[config.mk]
export PLATFORM = sky130hd
export DESIGN_NAME = carrierLoopFilter
export DESIGN_NICKNAME = d
export VERILOG_FILES = /design/src/verilog/loopFilterPkg.sv /design/src/verilog/loopTermsIf.sv /design/src/verilog/carrierLoopFilter.sv /design/src/verilog/loopOutputStage.sv /design/src/verilog/lagIntegrator.sv /design/src/verilog/sweepController.sv /design/src/verilog/errorGainStage.sv
export SDC_FILE = /design/constraint.sdc
export NUM_CORES = 1
export LEC_CHECK = 0
export BUFFER_PORTS_ARGS = -buffer_cell sky130_fd_sc_hd__buf_2
export CAP_MARGIN = 10
export CORE_ASPECT_RATIO = 1.5
export CORE_UTILIZATION = 51
export DETAILED_ROUTE_END_ITERATION = 16
export PLACE_DENSITY = 0.71
export SYNTH_ARGS = -nofsm -noshare
export SYNTH_HDL_FRONTEND = slang
export SYNTH_SLANG_ARGS = --single-unit
[constraint.sdc]
create_clock -name clk -period 16.7 [get_ports clk]
set_clock_uncertainty 0.1 [all_clocks]
set_input_delay 1.67 -clock clk [delete_from_list [all_inputs] [get_ports clk]]
set_output_delay 1.67 -clock clk [all_outputs]
set_load 0.02 [all_outputs]
[src/verilog/loopFilterPkg.sv]
package loopFilterPkg;

    // Phase error and gain exponent widths
    localparam int errW = 12;
    localparam int expW = 5;

    // Accumulator and gain terms, with a binary point above the fraction bits
    localparam int accW = 40;
    localparam int fracW = 8;

    // Limits, sweep rate, sweep offset and NCO frequency word
    localparam int limitW = 32;

    typedef enum logic [1:0] {
        sweepOff,
        sweepUp,
        sweepDown
    } sweepState_t;

    // Power-of-two gain applied to the phase error
    // Exponent 3 is unity gain, exponents 1 and 2 are fractional, 0 blocks the error
    function automatic logic signed [accW-1:0] scaleError(
        input logic signed [errW-1:0] err,
        input logic [expW-1:0] gainExp
    );
        logic signed [accW-1:0] extended;
        logic signed [accW-1:0] scaled;

        extended = {{(accW-errW){err[errW-1]}}, err};
        case (gainExp)
            5'd0: begin
                scaled = '0;
            end
            5'd1: begin
                scaled = extended >>> 2;
            end
            5'd2: begin
                scaled = extended >>> 1;
            end
            default: begin
                scaled = extended <<< (gainExp - 3);
            end
        endcase
        return scaled;
    endfunction

endpackage
[src/verilog/loopTermsIf.sv]
`timescale 1ns/10ps

interface loopTermsIf (
    input logic clk
);
    import loopFilterPkg::*;

    logic signed [accW-1:0] leadTerm;
    logic signed [accW-1:0] lagTerm;
    logic signed [limitW-1:0] sweepOffset;
    logic hitUpper;
    logic hitLower;

    modport gainSrc (
        input  clk,
        output leadTerm,
        output lagTerm
    );

    modport sweepSrc (
        input  clk,
        output sweepOffset,
        input  hitUpper,
        input  hitLower
    );

    modport integ (
        input  clk,
        input  lagTerm,
        input  sweepOffset,
        output hitUpper,
        output hitLower
    );

    modport sumSink (
        input  clk,
        input  leadTerm
    );

endinterface

[src/verilog/carrierLoopFilter.sv]
`timescale 1ns/10ps

module carrierLoopFilter (
    input  logic clk,
    input  logic reset,
    input  logic clkEn,
    input  logic signed [loopFilterPkg::errW-1:0] error,
    input  logic [loopFilterPkg::expW-1:0] leadExp,
    input  logic [loopFilterPkg::expW-1:0] lagExp,
    input  logic signed [loopFilterPkg::limitW-1:0] upperLimit,
    input  logic signed [loopFilterPkg::limitW-1:0] lowerLimit,
    input  logic sweepEnable,
    input  logic [loopFilterPkg::limitW-1:0] sweepRateMag,
    input  logic carrierInSync,
    input  logic clearAccum,
    output logic signed [loopFilterPkg::accW-1:0] lagAccum,
    output logic [loopFilterPkg::limitW-1:0] freqWord
);

    loopTermsIf termsIf (.clk(clk));

    errorGainStage gain_i (
        .clk(clk),
        .reset(reset),
        .clkEn(clkEn),
        .error(error),
        .leadExp(leadExp),
        .lagExp(lagExp),
        .terms(termsIf.gainSrc)
    );

    sweepController sweep_i (
        .clk(clk),
        .reset(reset),
        .clkEn(clkEn),
        .sweepEnable(sweepEnable),
        .carrierInSync(carrierInSync),
        .sweepRateMag(sweepRateMag),
        .terms(termsIf.sweepSrc)
    );

    lagIntegrator integ_i (
        .clk(clk),
        .reset(reset),
        .clkEn(clkEn),
        .clearAccum(clearAccum),
        .upperLimit(upperLimit),
        .lowerLimit(lowerLimit),
        .terms(termsIf.integ),
        .lagAccum(lagAccum)
    );

    loopOutputStage out_i (
        .clk(clk),
        .reset(reset),
        .clkEn(clkEn),
        .terms(termsIf.sumSink),
        .lagAccum(lagAccum),
        .freqWord(freqWord)
    );

endmodule

[src/verilog/loopOutputStage.sv]
`timescale 1ns/10ps

module loopOutputStage (
    input  logic clk,
    input  logic reset,
    input  logic clkEn,
    loopTermsIf.sumSink terms,
    input  logic signed [loopFilterPkg::accW-1:0] lagAccum,
    output logic [loopFilterPkg::limitW-1:0] freqWord
);
    import loopFilterPkg::*;

    logic signed [accW-1:0] leadDelay;
    logic signed [accW-1:0] filterOut;
    logic signed [accW-1:0] filterNext;

    // The integrator lags the gain stage by one strobe, so the lead path does too
    assign filterNext = lagAccum + leadDelay;

    always_ff @(posedge clk or posedge reset) begin
        if (reset) begin
            leadDelay <= '0;
            filterOut <= '0;
        end else if (clkEn) begin
            leadDelay <= terms.leadTerm;
            filterOut <= filterNext;
        end
    end

    // Integer part only, wrapping in two's complement
    assign freqWord = filterOut[accW-1:fracW];

endmodule

[src/verilog/lagIntegrator.sv]
`timescale 1ns/10ps

module lagIntegrator (
    input  logic clk,
    input  logic reset,
    input  logic clkEn,
    input  logic clearAccum,
    input  logic signed [loopFilterPkg::limitW-1:0] upperLimit,
    input  logic signed [loopFilterPkg::limitW-1:0] lowerLimit,
    loopTermsIf.integ terms,
    output logic signed [loopFilterPkg::accW-1:0] lagAccum
);
    import loopFilterPkg::*;

    logic signed [accW-1:0] offsetExt;
    logic signed [accW-1:0] sum;
    logic signed [limitW-1:0] sumTop;
    logic signed [limitW-1:0] accTop;
    logic signed [accW-1:0] upperValue;
    logic signed [accW-1:0] lowerValue;
    logic limitsInverted;
    logic signed [accW-1:0] accumNext;
    logic upperNext;
    logic lowerNext;

    assign offsetExt = {{(accW-limitW){terms.sweepOffset[limitW-1]}}, terms.sweepOffset};
    assign sum = lagAccum + terms.lagTerm + offsetExt;
    assign sumTop = sum[accW-1:fracW];
    assign accTop = lagAccum[accW-1:fracW];

    // Clamp values sit at the extreme fraction of each limit
    assign upperValue = {upperLimit, {fracW{1'b0}}};
    assign lowerValue = {lowerLimit, {fracW{1'b1}}};
    assign limitsInverted = upperLimit < lowerLimit;

    always_comb begin
        if (limitsInverted) begin
            // Nonsense limits freeze the loop
            accumNext = lagAccum;
            upperNext = 1'b0;
            lowerNext = 1'b0;
        end else if (sumTop >= upperLimit) begin
            accumNext = upperValue;
            upperNext = 1'b1;
            lowerNext = 1'b0;
        end else if (sumTop <= lowerLimit) begin
            accumNext = lowerValue;
            upperNext = 1'b0;
            lowerNext = 1'b1;
        end else begin
            accumNext = sum;
            upperNext = 1'b0;
            lowerNext = 1'b0;
        end
    end

    // Clear acts on any edge, independent of the strobe
    always_ff @(posedge clk or posedge reset) begin
        if (reset) begin
            lagAccum <= '0;
            terms.hitUpper <= 1'b0;
            terms.hitLower <= 1'b0;
        end else if (clearAccum) begin
            lagAccum <= '0;
            terms.hitUpper <= 1'b0;
            terms.hitLower <= 1'b0;
        end else if (clkEn) begin
            lagAccum <= accumNext;
            terms.hitUpper <= upperNext;
            terms.hitLower <= lowerNext;
        end
    end

    assertOneFlag: assert property (
        @(posedge clk) disable iff (reset)
            !(terms.hitUpper && terms.hitLower)
    ) else $error("Both limit flags set");

    property accumWithinLimits;
        @(posedge clk) disable iff (reset)
            (clkEn && !clearAccum && !limitsInverted) |=>
                ((accTop <= $past(upperLimit)) && (accTop >= $past(lowerLimit)));
    endproperty

    assertWithinLimits: assert property (accumWithinLimits)
        else $error("Accumulator outside limits after a strobe");

endmodule

[src/verilog/sweepController.sv]
`timescale 1ns/10ps

module sweepController (
    input  logic clk,
    input  logic reset,
    input  logic clkEn,
    input  logic sweepEnable,
    input  logic carrierInSync,
    input  logic [loopFilterPkg::limitW-1:0] sweepRateMag,
    loopTermsIf.sweepSrc terms
);
    import loopFilterPkg::*;

    sweepState_t sweepState;
    sweepState_t stateNext;
    logic sweepingUp;
    logic sweepingUpNext;
    logic signed [limitW-1:0] offsetNext;
    logic signed [limitW-1:0] posRate;
    logic signed [limitW-1:0] negRate;

    assign posRate = signed'(sweepRateMag);
    assign negRate = -posRate;

    always_comb begin
        stateNext = sweepState;
        sweepingUpNext = sweepingUp;
        offsetNext = '0;
        if (!sweepEnable) begin
            stateNext = sweepOff;
            sweepingUpNext = 1'b1;
        end else begin
            case (sweepState)
                sweepOff: begin
                    // Restart in the direction last swept
                    if (!carrierInSync) begin
                        if (sweepingUp) begin
                            stateNext = sweepUp;
                            offsetNext = posRate;
                        end else begin
                            stateNext = sweepDown;
                            offsetNext = negRate;
                        end
                    end
                end
                sweepUp: begin
                    if (carrierInSync) begin
                        stateNext = sweepOff;
                        sweepingUpNext = 1'b1;
                    end else if (terms.hitUpper) begin
                        stateNext = sweepDown;
                        offsetNext = negRate;
                    end else begin
                        offsetNext = posRate;
                    end
                end
                sweepDown: begin
                    if (carrierInSync) begin
                        stateNext = sweepOff;
                        sweepingUpNext = 1'b0;
                    end else if (terms.hitLower) begin
                        stateNext = sweepUp;
                        offsetNext = posRate;
                    end else begin
                        offsetNext = negRate;
                    end
                end
                default: begin
                    stateNext = sweepOff;
                    sweepingUpNext = 1'b1;
                end
            endcase
        end
    end

    always_ff @(posedge clk or posedge reset) begin
        if (reset) begin
            sweepState <= sweepOff;
            sweepingUp <= 1'b1;
            terms.sweepOffset <= '0;
        end else if (clkEn) begin
            sweepState <= stateNext;
            sweepingUp <= sweepingUpNext;
            terms.sweepOffset <= offsetNext;
        end
    end

    assertIdleOffset: assert property (
        @(posedge clk) disable iff (reset)
            (sweepState == sweepOff) |-> (terms.sweepOffset == '0)
    ) else $error("Nonzero sweep offset while sweep is off");

endmodule

[src/verilog/errorGainStage.sv]
`timescale 1ns/10ps

module errorGainStage (
    input  logic clk,
    input  logic reset,
    input  logic clkEn,
    input  logic signed [loopFilterPkg::errW-1:0] error,
    input  logic [loopFilterPkg::expW-1:0] leadExp,
    input  logic [loopFilterPkg::expW-1:0] lagExp,
    loopTermsIf.gainSrc terms
);
    import loopFilterPkg::*;

    logic signed [accW-1:0] leadNext;
    logic signed [accW-1:0] lagNext;

    // Both paths share the same shifter definition
    always_comb begin
        leadNext = scaleError(error, leadExp);
        lagNext = scaleError(error, lagExp);
    end

    always_ff @(posedge clk or posedge reset) begin
        if (reset) begin
            terms.leadTerm <= '0;
            terms.lagTerm <= '0;
        end else if (clkEn) begin
            terms.leadTerm <= leadNext;
            terms.lagTerm <= lagNext;
        end
    end

    // Downstream stages rely on the terms holding between strobes
    property termsHoldWithoutStrobe;
        @(posedge clk) disable iff (reset)
            !clkEn |=> ($stable(terms.leadTerm) && $stable(terms.lagTerm));
    endproperty

    assertTermsHold: assert property (termsHoldWithoutStrobe)
        else $error("Gain terms changed without a strobe");

endmodule

# Word level (Yosys, flattened, before mapping)
# Index checks and enable logic that the tools add are counted.
# word_totals
wordCells	77
inputBits	124
out_inout_bits	72
register_bits	237
# op_classes
n_shift	2
muxes	36
n_reduce_logical	7
n_addsub	6
n_eq_ne	13
n_lt_le_gt_ge	3
# ops
op	count
40-bit one-hot mux with 3 select lines	2
32-bit 2-to-1 mux	7
40-bit 2-to-1 mux	5
32-bit one-hot mux with 3 select lines	1
40-bit adder	2
12-bit by 32-bit <<< shifter with 40-bit output	2
40-bit by 32-bit adder with 40-bit output	1
32-bit >= comparator	1
32-bit <= comparator	1
32-bit < comparator	1
32-bit negation	1
2-bit 2-to-1 mux	7
1-bit 2-to-1 mux	12
5-bit by 2-bit subtractor with 6-bit output (second input constant)	2
5-bit by 1-bit equality test with 1-bit output (second input constant)	2
5-bit by 2-bit equality test with 1-bit output (second input constant)	2
5-bit logical NOT	2
3-bit != test (second input constant)	3
4-bit by 3-bit != test with 1-bit output (second input constant)	2
4-bit AND reduction	2
2-bit one-hot mux with 3 select lines	1
2-bit != test (second input constant)	2
1-bit one-hot mux with 3 select lines	1
2-bit by 1-bit equality test with 1-bit output (second input constant)	1
other kinds (4)	4

# Logic depth before layout (Yosys ltp)
# logic_depth
depth_word	8
mapped_depth	28
depth_no_buf	26

# By module
# A second synthesis with hierarchy kept.
# hier_totals
hier_cells	2333
area_unflattened_um2	20638.5
# by_module_without_submodules
mod	area_per_inst_um2	cells_per_inst	instances	seq_area_each_um2
lagIntegrator	7373.3	877	1	1051.0
errorGainStage	5745.5	667	1	2001.9
loopOutputStage	4767.1	467	1	1801.7
sweepController	2752.6	322	1	877.1

# Worst setup path after synthesis
# OpenSTA, ideal clock, no wires.
# synth_path
path_kind	flip-flop to flip-flop
from	register integ_i.lagAccum[1] (netlist bit)
to	register integ_i.lagAccum[23] (netlist bit)
path_buffers	2
slack_ps	11097
period_less_slack_ps	5603
arrival_time_ps	5368
t_required_ps	16464
path_stages_with_launch	26
setup_ps	136
path_cell_list	dfrtp_1 > fa_1 > ha_1 > inv_1 > fa_1 > nor2b_1 > o31a_1 > o21ai_1 > a31oi_1 > nor4_2 > o21ai_1 > a31oi_1 > o21ai_0 > xnor2_1 > ha_1 > nand4_1 > nor4_1 > a22oi_1 > o211ai_1 > o21bai_1 > mux2i_1 > clkbuf_1 > buf_1 > nor2_1 > a221oi_1 > a21oi_1
# synth_between
elab_chain_len	8
elab_cells_between_ends	9
classes_between	add/sub: 2; order compare: 2; mux: 5
# synth_lines
element	line_no	source
start, declared	lagIntegrator.sv:11	output logic signed [loopFilterPkg::accW-1:0] lagAccum
start signal, assigned	lagIntegrator.sv:68	lagAccum <= accumNext;
40-bit adder *	lagIntegrator.sv:27	assign sum = lagAccum + terms.lagTerm + offsetExt;
40-bit by 32-bit adder with 40-bit output *	lagIntegrator.sv:27	
32-bit <= comparator	lagIntegrator.sv:46	end else if (sumTop <= lowerLimit) begin
40-bit 2-to-1 mux	lagIntegrator.sv:46	
40-bit 2-to-1 mux *	lagIntegrator.sv:42	end else if (sumTop >= upperLimit) begin
40-bit 2-to-1 mux *	lagIntegrator.sv:37	if (limitsInverted) begin
40-bit 2-to-1 mux *	lagIntegrator.sv:67	end else if (clkEn) begin
40-bit 2-to-1 mux *	lagIntegrator.sv:63	end else if (clearAccum) begin
# Mark *: on every way between the ends. The rest lies on a longest branch, timed or not. The select of a mux whose other input is x is not followed.
# A chain may end at the register's enable or synchronous reset.

# Worst setup path after layout
# layout_path
from	register integ_i.lagAccum[1] (netlist bit)
to	register integ_i.lagAccum[33] (netlist bit)
# The elaborated chain is that of the path after synthesis.

==> load_flow_metrics.sql <==
INSERT INTO impl_metrics (metric_group, metric, value, unit) VALUES
('run_status', 'run_status', 'complete, no violations', ''),
('floorplan', 'dieHeight', '236', 'µm'),
('floorplan', 'initial_utilization', '52.0', '%'),
('final_layout', 'n_fill_cell', '3369', ''),
('critical_path', 'timing.critical_path.fanout_max', '48', ''),
('logic_synthesis', 'netlist_instances', '2102', ''),
('placed_design', 'io_buffers', '195', ''),
('worst_hold_path', 'worstHoldEndpoint', 'gain_i.terms.leadTerm[14]', ''),
('critical_path', 'arrival', '8.14', 'ns'),
('final_layout', 'final_common_cell', 'sky130_fd_sc_hd__dfrtp_1', ''),
('grt', 'pin_count_of_the_biggest_net_entering_global_routing', '91', ''),
('clock_network', 'cts_buffer_depth', '3', ''),
('logic_synthesis', 'synth_edf_count', '0', ''),
('clock_network', 'root_buffer', 'sky130_fd_sc_hd__clkbuf_16', ''),
('routing', 'detail_route.drc_violations', '0', ''),
('critical_path', 'r2r-end', 'integ_i.lagAccum[33]', ''),
('critical_path', 'reg2reg_setup_slack', '8.93', 'ns'),
('worst_hold_path', 'min_path_type', 'reg2reg', ''),
('routing', 'route.antenna.remaining_nets', '0', ''),
('sta', 'f_max', '129', 'MHz'),
('final_layout', 'syn2layout_area_growth', '11.9', '%'),
('grt', 'antenna_violations_before_repair', '2', ''),
('logic_synthesis', 'synth_area_per_cell', '8.89', 'µm²'),
('placed_design', 'finalWeightedCongestion', '0.965', ''),
('floorplan', 'rows', '85', ''),
('clock_network', 'cts-hold-fix-buffers', '0', ''),
('routing', 'met2_wirelength', '29.1', 'mm'),
('routing', 'route.layer.met1.wl', '22.7', 'mm'),
('critical_path', 'timing.critical_path.from_type', 'flop', ''),
('logic_synthesis', 'postSynthRegisterBits', '229', ''),
('critical_path', 'critical_path.reg2reg.startpoint', 'integ_i.lagAccum[1]', ''),
('sta', 'timing_worst_slew_pin_value', '1.12', 'ns'),
('routing', 'drt_pre_antenna_iters', '9', ''),
('clock_network', 'cts.repair.resized', '0', ''),
('sta', 'slew_headroom', '24.9', '%'),
('floorplan', 'ioPinCount', '196', ''),
('routing', 'route.detailed.vias_per_inst', '6.21', ''),
('sta', 'period_needed', '7.77', 'ns'),
('critical_path', 'worst-endpoint-required', '17.07', 'ns'),
('logic_synthesis', 'yosys_warnings', '0', ''),
('grt', 'grt_overflow_total', '0', ''),
('logic_synthesis', 'synth.cell_area', '18700', 'µm²'),
('routing', 'route.met3.wl', '3.19', 'mm'),
('final_layout', 'most-common-layout-cells', '228 x sky130_fd_sc_hd__dfrtp_1, 205 x sky130_fd_sc_hd__a21oi_1, 194 x sky130_fd_sc_hd__buf_2', ''),
('critical_path', 'rr_worst_depth', '23', ''),
('placed_design', 'dp_hpwl', '46.2', 'mm'),
('grt', 'grt_util_all_layers', '31.9', '%'),
('worst_hold_path', 'hold-path-cell-count', '1', ''),
('logic_synthesis', 'synth_cell_type_count', '82', ''),
('worst_hold_path', 'min-delay-start', 'gain_i.terms.leadTerm[14]', ''),
('grt', 'grt_pass1_vias', '16900', ''),
('routing', 'drtIter0Drc', '1215', ''),
('clock_network', 'latest_clock_arrival_within_the_worst_skew_pair', '0.54', 'ns'),
('sta', 'count_of_endpoints_failing_setup_in_the_final_report', '0', ''),
('routing', 'dr_total_vias', '17000', ''),
('sta', 'timing_max_transition_violations_final', '0', ''),
('clock_network', 'cts_tree', 'yes', ''),
('floorplan', 'dieArea', '37400', 'µm²'),
('floorplan', 'die_x', '158', 'µm'),
('floorplan', 'core-area', '35900', 'µm²'),
('final_layout', 'share_of_layout_cells_above_drive_strength_1', '16.1', '%'),
('critical_path', 'timing.setup.critical_path_class', 'reg2reg', ''),
('power_and_ir_drop', 'fin_total_pwr', '0.00374', 'W'),
('clock_network', 'cts-htree-levels', '1', ''),
('sta', 'setup_total_negative_slack', '0', 'ns'),
('clock_network', 'postCtsSetupRepairBufs', '0', ''),
('final_layout', 'number_of_nets_in_the_final_layout', '2584', ''),
('final_layout', 'fin_area', '20900', 'µm²'),
('placed_design', 'placed_area', '20000', 'µm²'),
('logic_synthesis', 'synth_ff_type', 'sky130_fd_sc_hd__dfrtp_1', ''),
('sta', 'rsz_0062_raised_after_global_routing', 'false', '');
power breakdown:
group	leakage [nW]	internal, W	switching, W
registers	2.82	0.000689	0.000159
logic	6.67	0.000899	0.00140
clock network	0.420	0.000348	0.000242
total	9.91	0.00194	0.00181
layout make-up:
| type | instances | area, µm² | area share (%) |
|---|---|---|---|
| well taps | 478 | 598 | 2.86 |
| diodes | 1 | 2.50 | 0.0120 |
| repair buffers | 210 | 1090 | 5.24 |
| inverters | 100 | 383 | 1.83 |
| clock buffers | 28 | 657 | 3.14 |
| flip-flops and latches | 229 | 5730 | 27.4 |
| clock inverters | 17 | 218 | 1.04 |
| multi-input cells | 1674 | 12200 | 58.4 |
state kept, by name, indices dropped and copies added, names as in the netlist:
signal and flops:
gain_i.terms.lagTerm 40, integ_i.lagAccum 40, sweep_i.terms.sweepOffset 32, integ_i.terms.hitUpper 1, sweep_i.sweepingUp 1, sweep_i.sweepState 2, out_i.leadDelay 40, integ_i.terms.hitLower 1
gain_i.terms.leadTerm 40, out_i.filterOut 32
worst max-delay path by stage:
stage | start | end | slack, ns | cells past startpoint
global placement | integ_i.lagAccum[1] | integ_i.lagAccum[32] | 9.24 | 24
global route | integ_i.lagAccum[1] | integ_i.lagAccum[37] | 8.53 | 23
detailed placement | integ_i.lagAccum[1] | integ_i.lagAccum[37] | 9.05 | 23
finish | integ_i.lagAccum[1] | integ_i.lagAccum[33] | 8.93 | 23
floorplan | reset | gain_i.terms.lagTerm[0] | 8.66 | 1
CTS | integ_i.lagAccum[1] | integ_i.lagAccum[33] | 9.02 | 23
through the flow:
step | util [%] | instances | hold slack, ns | setup WS [ns]
2_1_floorplan | - | 2102 | 0.346 | 8.66
3_3_place_gp | 55.7 | 2691 | 0.355 | 9.24
3_5_place_dp | 55.7 | 2691 | 0.367 | 9.05
4_1_cts | 58.1 | 2736 | 0.380 | 9.02
5_1_grt | 58.1 | 2736 | 0.393 | 8.53
6_report | 58.1 | 2737 | 0.378 | 8.93
layer usage:
metal | vias up | track usage [%]
met1 | 8198 | 38.3
li1 | 7999 | -
met2 | 628 | 54.7
met4 | 2 | 18.1
met3 | 161 | 3.34
met5 | - | 0
worst max-delay path: stages, from the launching register on:
cell	delay [ns]
sky130_fd_sc_hd__dfrtp_1	0.43
sky130_fd_sc_hd__fa_1	0.50
sky130_fd_sc_hd__ha_1	0.24
sky130_fd_sc_hd__inv_1	0.08
sky130_fd_sc_hd__fa_1	0.20
sky130_fd_sc_hd__nor2b_1	0.07
sky130_fd_sc_hd__o31a_1	0.27
sky130_fd_sc_hd__o21ai_1	0.30
sky130_fd_sc_hd__a31oi_1	0.20
sky130_fd_sc_hd__nor4_2	0.57
sky130_fd_sc_hd__o21ai_1	0.25
sky130_fd_sc_hd__a31oi_1	0.39
sky130_fd_sc_hd__o21ai_0	0.18
sky130_fd_sc_hd__xnor2_1	0.37
sky130_fd_sc_hd__ha_1	0.37
sky130_fd_sc_hd__nand4_1	0.19
sky130_fd_sc_hd__nor4_1	0.49
sky130_fd_sc_hd__a22oi_1	0.13
sky130_fd_sc_hd__o211ai_1	0.21
sky130_fd_sc_hd__o21bai_1	0.24
sky130_fd_sc_hd__mux2i_4	0.28
sky130_fd_sc_hd__buf_4	0.45
sky130_fd_sc_hd__nor2b_1	0.88
sky130_fd_sc_hd__a221o_1	0.29
logic make-up after synthesis:
logic type	count (synthesis)	synth area share, %
fa+ha+maj	220	16.3
simple gates	559	14.0
buf+inv	199	4.00
flops	229	30.7
xor+xnor	86	4.03
compound gates	696	24.0
mux	113	6.97
synthesized netlist by cell type, types with 19 or more instances:
| library cell | n | area, µm² |
|---|---|---|
| sky130_fd_sc_hd__nor2_1 | 190 | 713 |
| sky130_fd_sc_hd__dfrtp_1 | 228 | 5710 |
| sky130_fd_sc_hd__mux2i_1 | 31 | 310 |
| sky130_fd_sc_hd__xnor2_1 | 50 | 438 |
| sky130_fd_sc_hd__a221oi_1 | 33 | 289 |
| sky130_fd_sc_hd__xor2_1 | 36 | 315 |
| sky130_fd_sc_hd__inv_1 | 100 | 375 |
| sky130_fd_sc_hd__ha_1 | 180 | 2250 |
| sky130_fd_sc_hd__nand3_1 | 33 | 165 |
| sky130_fd_sc_hd__nor3_1 | 34 | 170 |
| sky130_fd_sc_hd__a31oi_1 | 21 | 131 |
| sky130_fd_sc_hd__a21oi_1 | 205 | 1030 |
| sky130_fd_sc_hd__mux2_2 | 76 | 856 |
| sky130_fd_sc_hd__nand4_1 | 28 | 175 |
| sky130_fd_sc_hd__a22oi_1 | 23 | 173 |
| sky130_fd_sc_hd__o2bb2ai_1 | 19 | 166 |
| sky130_fd_sc_hd__nand2_1 | 172 | 646 |
| sky130_fd_sc_hd__clkbuf_1 | 83 | 312 |
| sky130_fd_sc_hd__o21a_1 | 21 | 158 |
| sky130_fd_sc_hd__a21o_1 | 60 | 450 |
| sky130_fd_sc_hd__fa_1 | 40 | 801 |
| sky130_fd_sc_hd__nor2b_1 | 19 | 119 |
| sky130_fd_sc_hd__o21ai_0 | 154 | 771 |
Power figures use the tool's default switching activity.
